--- config.mk ---
export PLATFORM = sky130hd
export DESIGN_NAME = pcie_rx_ep
export DESIGN_NICKNAME = d
export VERILOG_FILES = /design/src/pcie_rx_pkg.sv /design/src/pcie_rx_ep.sv /design/src/req_dispatcher.sv /design/src/req_fifo.sv /design/src/tlp_rx_parser.sv
export SDC_FILE = /design/constraint.sdc
export NUM_CORES = 1
export LEC_CHECK = 0
export BUFFER_PORTS_ARGS = -buffer_cell sky130_fd_sc_hd__buf_2
export CORE_MARGIN = 4
export CORE_UTILIZATION = 40
export CTS_CLUSTER_DIAMETER = 120
export DETAILED_ROUTE_END_ITERATION = 16
export GPL_ROUTABILITY_DRIVEN = 0
export SYNTH_ARGS = -nofsm -noshare
export SYNTH_HDL_FRONTEND = slang
export SYNTH_SLANG_ARGS = --single-unit
--- constraint.sdc ---
create_clock -name i_clk -period 14.1 [get_ports i_clk]
set_clock_uncertainty 0.1 [all_clocks]
set_input_delay 0.705 -clock i_clk [delete_from_list [all_inputs] [get_ports i_clk]]
set_output_delay 0.705 -clock i_clk [all_outputs]
set_load 0.01 [all_outputs]
--- src/pcie_rx_pkg.sv ---
/*
 * Shared definitions for the PCIe receive endpoint.
 * Beat width, sideband bit positions, TLP header field positions,
 * the accepted format/type codes, and the packed structs for the
 * receive beat, completion requests and local writes.
 */

package pcie_rx_pkg;

    // Receive stream from the PCIe core
    localparam int DATA_WIDTH  = 128;
    localparam int TUSER_WIDTH = 22;

    // Start of frame flags in tuser
    localparam int SOF_PRESENT_BIT = 14;
    localparam int SOF_MID_BIT     = 13;

    // A header that starts mid-beat begins at dword 2
    localparam int HDR_MID_LSB = 64;
    localparam int HDR_WIDTH   = 64;
    localparam int DW_WIDTH    = 32;

    // Format/type sits in bits 30:24 of header dword 0
    localparam int FMT_TYPE_LSB   = 24;
    localparam int FMT_TYPE_WIDTH = 7;

    localparam logic [FMT_TYPE_WIDTH-1:0] MEM_RD32_FMT_TYPE = 7'b000_0000;
    localparam logic [FMT_TYPE_WIDTH-1:0] MEM_WR32_FMT_TYPE = 7'b100_0000;

    // Length in dwords, bits 9:0 of header dword 0
    localparam int LEN_WIDTH = 10;

    // One beat of the receive stream, 152 bits
    typedef struct packed {
        logic [DATA_WIDTH-1:0]  tdata;
        logic [TUSER_WIDTH-1:0] tuser;
        logic                   tlast;
        logic                   tvalid;
    } axis_rx_t;

    // Requester context and address for one completion, 81 bits
    typedef struct packed {
        // Traffic class
        logic [2:0]           tc;
        // TLP digest and poisoned flags
        logic                 td;
        logic                 ep;
        logic [1:0]           attr;
        logic [LEN_WIDTH-1:0] len;
        // Requester ID
        logic [15:0]          rid;
        logic [7:0]           tag;
        // Last and first byte enables
        logic [7:0]           be;
        logic [31:0]          addr;
    } compl_req_t;

    // One local write, 72 bits
    typedef struct packed {
        logic [31:0] addr;
        logic [7:0]  be;
        logic [31:0] data;
    } mem_wr_t;

endpackage

--- src/pcie_rx_ep.sv ---
/*
 * PCIe receive endpoint top level.
 * Parser feeding a read FIFO and a write FIFO, drained by the dispatcher.
 */

module pcie_rx_ep import pcie_rx_pkg::*; #(
    parameter int P_FIFO_DEPTH = 4
) (
    input  logic       i_clk,
    input  logic       i_rst_n,
    input  axis_rx_t   rx,
    output logic       rx_tready,
    output logic       req_compl,
    output compl_req_t compl,
    input  logic       compl_done,
    output logic       wr_en,
    output mem_wr_t    wr,
    input  logic       wr_done
);

    logic       rd_room;
    logic       rd_push;
    compl_req_t rd_req;
    logic       rd_pop;
    compl_req_t rd_head;
    logic       rd_not_empty;

    logic       wr_room;
    logic       wr_push;
    mem_wr_t    wr_req;
    logic       wr_pop;
    mem_wr_t    wr_head;
    logic       wr_not_empty;

    tlp_rx_parser tlp_rx_parser_i (
        .i_clk     (i_clk),
        .i_rst_n   (i_rst_n),
        .rx        (rx),
        .rx_tready (rx_tready),
        .rd_room   (rd_room),
        .wr_room   (wr_room),
        .rd_push   (rd_push),
        .rd_req    (rd_req),
        .wr_push   (wr_push),
        .wr_req    (wr_req)
    );

    // Completion requests
    req_fifo #(
        .P_DEPTH   (P_FIFO_DEPTH),
        .payload_t (compl_req_t)
    ) rd_fifo_i (
        .i_clk     (i_clk),
        .i_rst_n   (i_rst_n),
        .push      (rd_push),
        .push_data (rd_req),
        .room      (rd_room),
        .pop       (rd_pop),
        .head      (rd_head),
        .not_empty (rd_not_empty)
    );

    // Local writes
    req_fifo #(
        .P_DEPTH   (P_FIFO_DEPTH),
        .payload_t (mem_wr_t)
    ) wr_fifo_i (
        .i_clk     (i_clk),
        .i_rst_n   (i_rst_n),
        .push      (wr_push),
        .push_data (wr_req),
        .room      (wr_room),
        .pop       (wr_pop),
        .head      (wr_head),
        .not_empty (wr_not_empty)
    );

    req_dispatcher req_dispatcher_i (
        .i_clk        (i_clk),
        .i_rst_n      (i_rst_n),
        .rd_head      (rd_head),
        .rd_not_empty (rd_not_empty),
        .rd_pop       (rd_pop),
        .wr_head      (wr_head),
        .wr_not_empty (wr_not_empty),
        .wr_pop       (wr_pop),
        .req_compl    (req_compl),
        .compl        (compl),
        .compl_done   (compl_done),
        .wr_en        (wr_en),
        .wr           (wr),
        .wr_done      (wr_done)
    );

endmodule

--- src/req_dispatcher.sv ---
/*
 * Request dispatcher.
 * Pops queued reads and writes, reads first, and issues one-cycle
 * completion and write strobes, then waits for the matching done.
 */

module req_dispatcher import pcie_rx_pkg::*; (
    input  logic       i_clk,
    input  logic       i_rst_n,
    input  compl_req_t rd_head,
    input  logic       rd_not_empty,
    output logic       rd_pop,
    input  mem_wr_t    wr_head,
    input  logic       wr_not_empty,
    output logic       wr_pop,
    output logic       req_compl,
    output compl_req_t compl,
    input  logic       compl_done,
    output logic       wr_en,
    output mem_wr_t    wr,
    input  logic       wr_done
);

    typedef enum logic [1:0] {
        S_IDLE,
        S_WAIT_RD,
        S_WAIT_WR
    } state_t;

    state_t state_q;
    logic   done_seen;
    logic   can_issue;
    logic   issue_rd;
    logic   issue_wr;

    // Done only counts after the strobe cycle
    assign done_seen = (state_q == S_WAIT_RD && !req_compl && compl_done) ||
                       (state_q == S_WAIT_WR && !wr_en && wr_done);

    assign can_issue = (state_q == S_IDLE) || done_seen;
    assign issue_rd  = can_issue && rd_not_empty;
    assign issue_wr  = can_issue && !rd_not_empty && wr_not_empty;

    always_ff @(posedge i_clk) begin
        if (i_rst_n) begin
            state_q   <= S_IDLE;
            req_compl <= 1'b0;
            wr_en     <= 1'b0;
        end else begin
            req_compl <= issue_rd;
            wr_en     <= issue_wr;
            if (issue_rd) begin
                state_q <= S_WAIT_RD;
            end else if (issue_wr) begin
                state_q <= S_WAIT_WR;
            end else if (done_seen) begin
                state_q <= S_IDLE;
            end
        end
    end

    // Payload holds until the next strobe
    always_ff @(posedge i_clk) begin
        if (issue_rd) begin
            compl <= rd_head;
        end
        if (issue_wr) begin
            wr <= wr_head;
        end
    end

    // Head leaves its FIFO in the strobe cycle
    assign rd_pop = req_compl;
    assign wr_pop = wr_en;

endmodule

--- src/req_fifo.sv ---
/*
 * Request FIFO, first word fall through, payload type set by parameter.
 * Circular buffer with read and write pointers and an occupancy count.
 * room is registered and means at least two free slots.
 */

module req_fifo #(
    parameter int  P_DEPTH   = 4,
    parameter type payload_t = logic
) (
    input  logic     i_clk,
    input  logic     i_rst_n,
    input  logic     push,
    input  payload_t push_data,
    output logic     room,
    input  logic     pop,
    output payload_t head,
    output logic     not_empty
);

    localparam int AW = $clog2(P_DEPTH);

    payload_t        mem [P_DEPTH];
    logic [AW-1:0]   wr_ptr;
    logic [AW-1:0]   rd_ptr;
    logic [AW:0]     count;
    logic [AW:0]     count_next;

    always_comb begin
        count_next = count;
        if (push && !pop) begin
            count_next = count + 1'b1;
        end else if (pop && !push) begin
            count_next = count - 1'b1;
        end
    end

    always_ff @(posedge i_clk) begin
        if (i_rst_n) begin
            wr_ptr <= '0;
            rd_ptr <= '0;
            count  <= '0;
            room   <= 1'b0;
        end else begin
            if (push) begin
                wr_ptr <= wr_ptr + 1'b1;
            end
            if (pop) begin
                rd_ptr <= rd_ptr + 1'b1;
            end
            count <= count_next;
            // Two free slots cover a push still on its way from the parser
            room  <= (count_next <= (AW + 1)'(P_DEPTH - 2));
        end
    end

    // Storage
    always_ff @(posedge i_clk) begin
        if (push) begin
            mem[wr_ptr] <= push_data;
        end
    end

    assign head      = mem[rd_ptr];
    assign not_empty = (count != '0);

endmodule

--- src/tlp_rx_parser.sv ---
/*
 * Receive TLP parser.
 * Turns one-dword MemRd32 and MemWr32 TLPs into queued requests,
 * for headers starting in the lower half or in the middle of a beat.
 * Other TLPs are dropped up to tlast.
 */

module tlp_rx_parser import pcie_rx_pkg::*; (
    input  logic       i_clk,
    input  logic       i_rst_n,
    input  axis_rx_t   rx,
    output logic       rx_tready,
    input  logic       rd_room,
    input  logic       wr_room,
    output logic       rd_push,
    output compl_req_t rd_req,
    output logic       wr_push,
    output mem_wr_t    wr_req
);

    typedef enum logic [1:0] {
        S_IDLE,
        S_RD_DW2,
        S_WR_DW2,
        S_DISCARD
    } state_t;

    state_t     state_q;
    state_t     state_d;
    compl_req_t ctx_q;
    compl_req_t ctx_d;
    compl_req_t rd_req_d;
    mem_wr_t    wr_req_d;
    logic       rd_push_d;
    logic       wr_push_d;
    logic       mid_start;

    logic                      beat;
    logic                      sof_present;
    logic                      sof_mid;
    logic [HDR_WIDTH-1:0]      hdr_lo;
    logic [HDR_WIDTH-1:0]      hdr_mid;
    logic [FMT_TYPE_WIDTH-1:0] fmt_lo;
    logic [FMT_TYPE_WIDTH-1:0] fmt_mid;
    logic                      one_dw_lo;
    logic                      one_dw_mid;

    // Requester context from the first two header dwords
    function automatic compl_req_t header_ctx(input logic [HDR_WIDTH-1:0] hdr);
        compl_req_t c;
        c      = '0;
        c.tc   = hdr[22:20];
        c.td   = hdr[15];
        c.ep   = hdr[14];
        c.attr = hdr[13:12];
        c.len  = hdr[LEN_WIDTH-1:0];
        c.rid  = hdr[63:48];
        c.tag  = hdr[47:40];
        c.be   = hdr[39:32];
        return c;
    endfunction

    // Accept only while both queues can take another request
    assign rx_tready = rd_room && wr_room;
    assign beat      = rx.tvalid && rx_tready;

    assign sof_present = rx.tuser[SOF_PRESENT_BIT];
    assign sof_mid     = rx.tuser[SOF_MID_BIT];

    assign hdr_lo     = rx.tdata[HDR_WIDTH-1:0];
    assign hdr_mid    = rx.tdata[HDR_MID_LSB +: HDR_WIDTH];
    assign fmt_lo     = hdr_lo[FMT_TYPE_LSB +: FMT_TYPE_WIDTH];
    assign fmt_mid    = hdr_mid[FMT_TYPE_LSB +: FMT_TYPE_WIDTH];
    assign one_dw_lo  = (hdr_lo[LEN_WIDTH-1:0] == LEN_WIDTH'(1));
    assign one_dw_mid = (hdr_mid[LEN_WIDTH-1:0] == LEN_WIDTH'(1));

    always_comb begin
        state_d   = state_q;
        ctx_d     = ctx_q;
        rd_push_d = 1'b0;
        wr_push_d = 1'b0;
        rd_req_d  = rd_req;
        wr_req_d  = wr_req;
        mid_start = 1'b0;
        if (beat) begin
            case (state_q)
                S_IDLE: begin
                    if (sof_present && !sof_mid) begin
                        // Header, address and data all in this beat
                        if (one_dw_lo && fmt_lo == MEM_RD32_FMT_TYPE) begin
                            rd_push_d     = 1'b1;
                            rd_req_d      = header_ctx(hdr_lo);
                            rd_req_d.addr = rx.tdata[95:64];
                        end else if (one_dw_lo && fmt_lo == MEM_WR32_FMT_TYPE) begin
                            wr_push_d     = 1'b1;
                            wr_req_d.addr = rx.tdata[95:64];
                            wr_req_d.be   = hdr_lo[39:32];
                            wr_req_d.data = rx.tdata[127:96];
                        end else if (!rx.tlast) begin
                            state_d = S_DISCARD;
                        end
                    end else if (sof_present) begin
                        mid_start = 1'b1;
                    end
                end
                S_RD_DW2: begin
                    rd_push_d     = 1'b1;
                    rd_req_d      = ctx_q;
                    rd_req_d.addr = rx.tdata[DW_WIDTH-1:0];
                    state_d       = S_IDLE;
                    mid_start     = sof_present && sof_mid;
                end
                S_WR_DW2: begin
                    wr_push_d     = 1'b1;
                    wr_req_d.addr = rx.tdata[DW_WIDTH-1:0];
                    wr_req_d.be   = ctx_q.be;
                    wr_req_d.data = rx.tdata[2*DW_WIDTH-1:DW_WIDTH];
                    state_d       = S_IDLE;
                    mid_start     = sof_present && sof_mid;
                end
                S_DISCARD: begin
                    if (rx.tlast) begin
                        state_d   = S_IDLE;
                        mid_start = sof_present && sof_mid;
                    end
                end
                default: state_d = S_IDLE;
            endcase

            // A new header may start in the upper half of any consumed beat
            if (mid_start) begin
                ctx_d = header_ctx(hdr_mid);
                if (one_dw_mid && fmt_mid == MEM_RD32_FMT_TYPE) begin
                    state_d = S_RD_DW2;
                end else if (one_dw_mid && fmt_mid == MEM_WR32_FMT_TYPE) begin
                    state_d = S_WR_DW2;
                end else begin
                    state_d = S_DISCARD;
                end
            end
        end
    end

    always_ff @(posedge i_clk) begin
        if (i_rst_n) begin
            state_q <= S_IDLE;
            rd_push <= 1'b0;
            wr_push <= 1'b0;
        end else begin
            state_q <= state_d;
            rd_push <= rd_push_d;
            wr_push <= wr_push_d;
        end
    end

    // Header context and request payloads
    always_ff @(posedge i_clk) begin
        ctx_q  <= ctx_d;
        rd_req <= rd_req_d;
        wr_req <= wr_req_d;
    end

endmodule
==> flow_summary_export.csv, run 1 <==
group,metric,value,unit
outcome,status,"finished clean",
sta,setup_viol,0,
die,io_pins,312,
logic_synthesis,ys.flop_type,"edfxtp_1",
cts,post_cts_buffers,0,
drt,drt_pass1_iterations,5,
power,irDropWorstVdd,0.111,mV
cts,clock-sinks,991,
die,rows,109,
sta,max_slew_margin,0.254,
final_layout,synthToLayoutAreaGrowth,16.8,%
grt,gr-total-overflow,0,
cts,cts_resized,0,
cts,cts_buffer_depth,3,
power,p_clk_frac,0.342,
power,power_density,177,nW/µm²
grt,antenna_found_initial,7,
setup_path,cp-end-kind,"flip-flop",
drt,drc_errors,0,
setup_path,path_buf_inv,2,
sta,period_share,0.248,
placed_design,portBuffers,291,
drt,drt-initial-drc-count,1467,
cts,clkTransAtPathRegs,0.07,ns
setup_path,cp_cell_sequence,"inv_1 > ha_4 > nor2b_1 > o21ba_4 > buf_4",
logic_synthesis,synthCells,1513,
setup_path,cp_slowest_stage_delay,0.73,ns
power,swShare,0.260,
sta,final_max_slew_viol_count,0,
drt,detail_route.wirelength,80.8,mm
grt,grt_pass1_wl,117,mm
sta,finalWorstPathRequiredPeriod,3.50,ns
logic_synthesis,synthArstFlopShare,0,
setup_path,cp.required,14.28,ns
placed_design,place_ws,10.0,ns
logic_synthesis,synthesis.nets,1688,
power,p_leak,13.5,nW
final_layout,postLayoutCoreUtil,0.474,
logic_synthesis,yosysWarnings,0,
cts,h-tree-depth,3,
cts,root_buffer,"clkbuf_16",
setup_path,crit_type,"flip-flop to flip-flop",
sta,setup_tns,0,ns
sta,hold_viol_final,0,
setup_path,crit_slowest_cell,"buf_4",
power,p_int,5.50,mW
drt,wl_per_cell,25.9,µm
setup_path,arrival,3.69,ns
die,die_h,308,µm
cts,cts_tree,"done",
grt,grt_max_degree,60,
sta,worst_slack,10.60,ns
logic_synthesis,synth-edff-count,967,
power,switchingPower,1.94,mW
worst_hold_path,hold_path_class,"input port to flip-flop",
final_layout,fin_nets,2049,
logic_synthesis,avgSynthCellArea,23.8,µm²
die,initial_core_util,0.406,
grt,grt_usage,0.171,
final_layout,final_common_cell,"edfxtp_1",
placed_design,dp.cells,2934,
drt,ant_nets,0,
final_layout,stdcell_count,3123,
power,p_comb_frac,0.155,
power,seqPwrFrac,0.503,
cts,cts-buffers-inserted,103,
die,fp.dieArea,94900,µm²
logic_synthesis,ys_seq_elements,991,
logic_synthesis,synth.distinct_cells,39,
sta,max_freq,0.285,GHz
logic_synthesis,ys_seq_area_frac,0.820,
job,max_cap_violations,0,
setup_path,critical-path-top-delay-family,"buffers and inverters",
die,core,88800,µm²
grt,grt_pass1_vias,17200,
sta,rsz0062_at_grt,"false",
final_layout,final_cell_mix,"edfxtp_1, buf_2, mux4_2, mux2_2, clkbuf_16",
die,die_w,308,µm
final_layout,layout-drive-gt1-share,0.399,
logic_synthesis,syn_area,36000,µm²
setup_path,critPathLaunchType,"flip-flop",
cts,postCtsHoldBufs,0,
placed_design,dp_hpwl,47.6,mm
setup_path,cp_max_fo,49,
drt,vias,16300,
sta,hold_slack,0.123,ns
sta,tightest_slew,1.12,ns
drt,viasPerCell,5.21,
cts,clk_latency,0.67,ns
flip-flops by register name (all words and copies together) (netlist names), 3 cells and up:
| name | flops |
|---|---|
| req_dispatcher_i.wr | 72 |
| rd_fifo_i.mem | 324 |
| tlp_rx_parser_i.rd_req | 81 |
| tlp_rx_parser_i.wr_req | 72 |
| rd_fifo_i.count | 3 |
| wr_fifo_i.count | 3 |
| req_dispatcher_i.compl | 81 |
| wr_fifo_i.mem | 288 |
| tlp_rx_parser_i.ctx_q | 49 |
power groups by stage:
stage	clock (mW)	sequential, mW	combinational [mW]
3_5_place_dp	0	3.81	1.20
3_3_place_gp	0	3.81	1.19
2_1_floorplan	0	3.86	0.561
5_1_grt	2.74	3.77	1.25
6_report	2.54	3.74	1.15
4_1_cts	2.60	3.76	1.21
cells in the mapped netlist (4+ instances only):
cell,instances,share of area
ha_1,19,0.0066
nand3_1,7,0.00097
a21oi_1,6,0.00083
nor4_1,6,0.0010
nor2_1,23,0.0024
edfxtp_1,967,0.81
mux2_2,152,0.048
dfxtp_1,24,0.013
nand2b_1,7,0.0012
buf_4,13,0.0027
buf_1,10,0.0010
o21ai_0,8,0.0011
xnor2_1,8,0.0019
nand2_1,15,0.0016
a211oi_1,4,0.00083
clkbuf_1,7,0.00073
xor2_1,4,0.00097
mux2i_1,5,0.0014
and2_1,9,0.0016
inv_1,18,0.0019
buf_2,27,0.0038
mux4_2,153,0.096
worst paths after layout:
path,startpoint,slack [ns],depth (start not counted),end
worst max-delay path,tlp_rx_parser_i.state_q[1]$_SDFFE_PP0P_,10.60,5,tlp_rx_parser_i.rd_req[55]$_DFFE_PP_
worst min-delay path,rx[126],0.12,1,tlp_rx_parser_i.ctx_q[38]$_DFFE_PP_
worst max register to register,tlp_rx_parser_i.state_q[1]$_SDFFE_PP0P_,10.60,5,tlp_rx_parser_i.rd_req[55]$_DFFE_PP_
worst min register to register,tlp_rx_parser_i.wr_req[8]$_DFFE_PP_,0.39,0,wr_fifo_i.mem[1][8]$_DFFE_PP_
logic make-up (layout without fill, tap and decap cells):
| group | after synthesis | count (layout) | synth area share |
|---|---|---|---|
| flip-flops | 991 | 991 | 0.820 |
| multiplexers | 310 | 310 | 0.145 |
| XOR/XNOR | 12 | 12 | 0.00292 |
| adder cells (fa/ha/maj) | 19 | 19 | 0.00660 |
| other | 0 | 3 | 0 |
| AND/OR/NAND/NOR | 78 | 78 | 0.0111 |
| AO/OA/AOI/OAI | 28 | 28 | 0.00490 |
| buffers and inverters | 75 | 517 | 0.0101 |
stage by stage:
| stage | power [mW] | cell area [µm²] |
|---|---|---|
| after floorplan | 4.43 | 36000 |
| after global placement | 5.00 | 38900 |
| after detailed placement | 5.01 | 38900 |
| after CTS | 7.57 | 42000 |
| after global routing | 7.76 | 42000 |
| final | 7.44 | 42000 |
layout make-up:
type | count | area, µm²
multi-input combinational | 447 | 6200
inverter | 18 | 72.6
timing repair buffer | 313 | 1620
fill | 7267 | 46700
sequential | 991 | 29500
clock inverter | 63 | 482
tap | 1165 | 1460
clock buffer | 123 | 2670
antenna | 3 | 7.51
routing by layer:
metal	routed length (µm)	global-route usage
met1	33300	0.226
met2	40400	0.287
met3	5380	0.0387
met4	1620	0.0477
met5	49	0
Power figures use the tool's default switching activity.
==> inputs of run 2 (changes only) <==
Clock period 14.1 ns to 2.8 ns, I/O delays scaled along.
==> run 2 against run 1 <==
Compared with the run above:
- sequential share of layout area is 3.5 points lower
- count of clock-buffer cells in the layout is 6 lower
- die area stayed put
- utilization is 2.5 points higher
- worst setup slack worse by 11 ns
- maximum frequency is 29% higher
- sequential power grew to 5.1 times the previous value
- cell area is 5.2% higher
- largest cell class unchanged
==> flow_summary_export.csv, run 2 (synthesis results as in run 1) <==
group,metric,value,unit
outcome,status,"finished clean",
cts,cts_tree,"done",
setup_path,cp_max_fo,60,
setup_path,crit_type,"flip-flop to flip-flop",
final_layout,max_flop_register,"rd_fifo_i.mem",
power,switchingPower,9.95,mW
grt,antenna_found_initial,3,
final_layout,synthToLayoutAreaGrowth,22.9,%
drt,wl_per_cell,24.8,µm
cts,clk_latency,0.67,ns
setup_path,cp-end-kind,"flip-flop",
die,die_w,308,µm
setup_path,critPathLaunchType,"flip-flop",
power,irDropWorstVdd,0.812,mV
grt,grt_usage,0.174,
die,fp.dieArea,94900,µm²
sta,max_freq,0.369,GHz
drt,detail_route.wirelength,81.6,mm
grt,grt_pass1_vias,18200,
sta,setup_tns,0,ns
final_layout,fin_nets,2222,
sta,final_max_slew_viol_count,0,
drt,viasPerCell,5.10,
sta,hold_viol_final,0,
drt,drt-initial-drc-count,1183,
die,core,88800,µm²
final_layout,layout-drive-gt1-share,0.383,
drt,ant_nets,0,
worst_hold_path,hold_path_class,"input port to flip-flop",
grt,grt_pass1_wl,120,mm
final_layout,reg_top3,"rd_fifo_i.mem: 324 flops, wr_fifo_i.mem: 288 flops",
die,die_h,308,µm
die,io_pins,312,
final_layout,largest_reg_flops,324,
cts,clock-sinks,991,
setup_path,cp.required,3.10,ns
sta,rsz0062_at_grt,"false",
sta,max_slew_margin,0.635,
die,rows,109,
power,seqPwrFrac,0.494,
final_layout,final_cell_mix,"edfxtp_1, buf_2, mux4_2, mux2_2, dlygate4sd3_1",
drt,vias,16800,
power,power_density,865,nW/µm²
cts,root_buffer,"clkbuf_16",
job,max_cap_violations,0,
grt,gr-total-overflow,0,
power,power.total,38.3,mW
placed_design,portBuffers,291,
power,p_leak,14.3,nW
power,p_int,28.3,mW
sta,period_share,0.969,
setup_path,arrival,3.02,ns
cts,h-tree-depth,3,
sta,finalWorstPathRequiredPeriod,2.71,ns
grt,grt_max_degree,73,
power,p_clk_frac,0.346,
drt,drc_errors,0,
power,swShare,0.260,
sta,tightest_slew,0.547,ns
drt,drt_pass1_iterations,5,
placed_design,dp_hpwl,49.3,mm
die,initial_core_util,0.406,
power,p_comb_frac,0.160,
cts,clkTransAtPathRegs,0.06,ns
final_layout,final_common_cell,"edfxtp_1",
cts,cts-buffers-inserted,101,
sta,setup_viol,0,
cts,cts_buffer_depth,3,
## run 2: final cells by class
class	instances	area [µm²]
antenna	3	7.51
sequential	991	29500
fill	7038	44500
timing repair buffer	488	3690
inverter	18	75.1
tap	1165	1460
clock buffer	117	2610
clock inverter	67	664
multi-input combinational	447	6210
## run 2: through the flow
stage                      util  hold slack, ns  instances  setup WS [ns]  cell area [µm²]
after floorplan               -           0.139       1513        0.00449            36100
after detailed placement  0.444           0.232       2957          0.396            39500
final                     0.498          0.0708       3296         0.0871            44300
after CTS                 0.498          0.0167       3293          0.113            44200
after global routing      0.498          0.0714       3294        0.00952            44200
after global placement    0.444           0.231       2957          0.319            39500
## run 2: critical path: stages, from the launching register on
cell	delay, ns
dfxtp_1	0.37
inv_2	0.13
ha_4	0.42
buf_12	0.41
mux2_2	0.38
dlygate4sd3_1	0.56
## run 2: layer usage
metal,part of all wire,GRT usage,vias up
met5,0,0,-
met4,0.024,0.0554,0
met3,0.046,0.0270,112
met2,0.52,0.302,436
met1,0.41,0.226,8899
li1,-,-,7354
## run 2: path summary, 6_finish.rpt
kind	startpoint	end	slack, ns	depth (start not counted)
max reg2reg	tlp_rx_parser_i.state_q[1]$_SDFFE_PP0P_	tlp_rx_parser_i.rd_req[11]$_DFFE_PP_	0.09	5
min	rx[15]	tlp_rx_parser_i.state_q[1]$_SDFFE_PP0P_	0.07	4
max	tlp_rx_parser_i.state_q[1]$_SDFFE_PP0P_	tlp_rx_parser_i.rd_req[11]$_DFFE_PP_	0.09	5
min reg2reg	tlp_rx_parser_i.rd_req[17]$_DFFE_PP_	rd_fifo_i.mem[2][17]$_DFFE_PP_	0.38	0
## run 2: power by group through the flow
stage                     logic, mW  clock network (mW)  registers [mW]
final                          6.11                13.2            18.9
after global placement         6.03                   0            19.3
after detailed placement       6.09                   0            19.3
after global routing           6.62                14.3            19.1
after CTS                      6.32                13.6            19.0
after floorplan                2.85                   0            19.4
## run 2: timing repair
| item | 4_1_cts | 5_1_grt |
|---|---|---|
| endpoints found under the hold margin | 233 | 0 |
| hold buffers | 152 | 0 |
| resized for setup | 0 | 0 |
| buffers inserted | 0 | 0 |
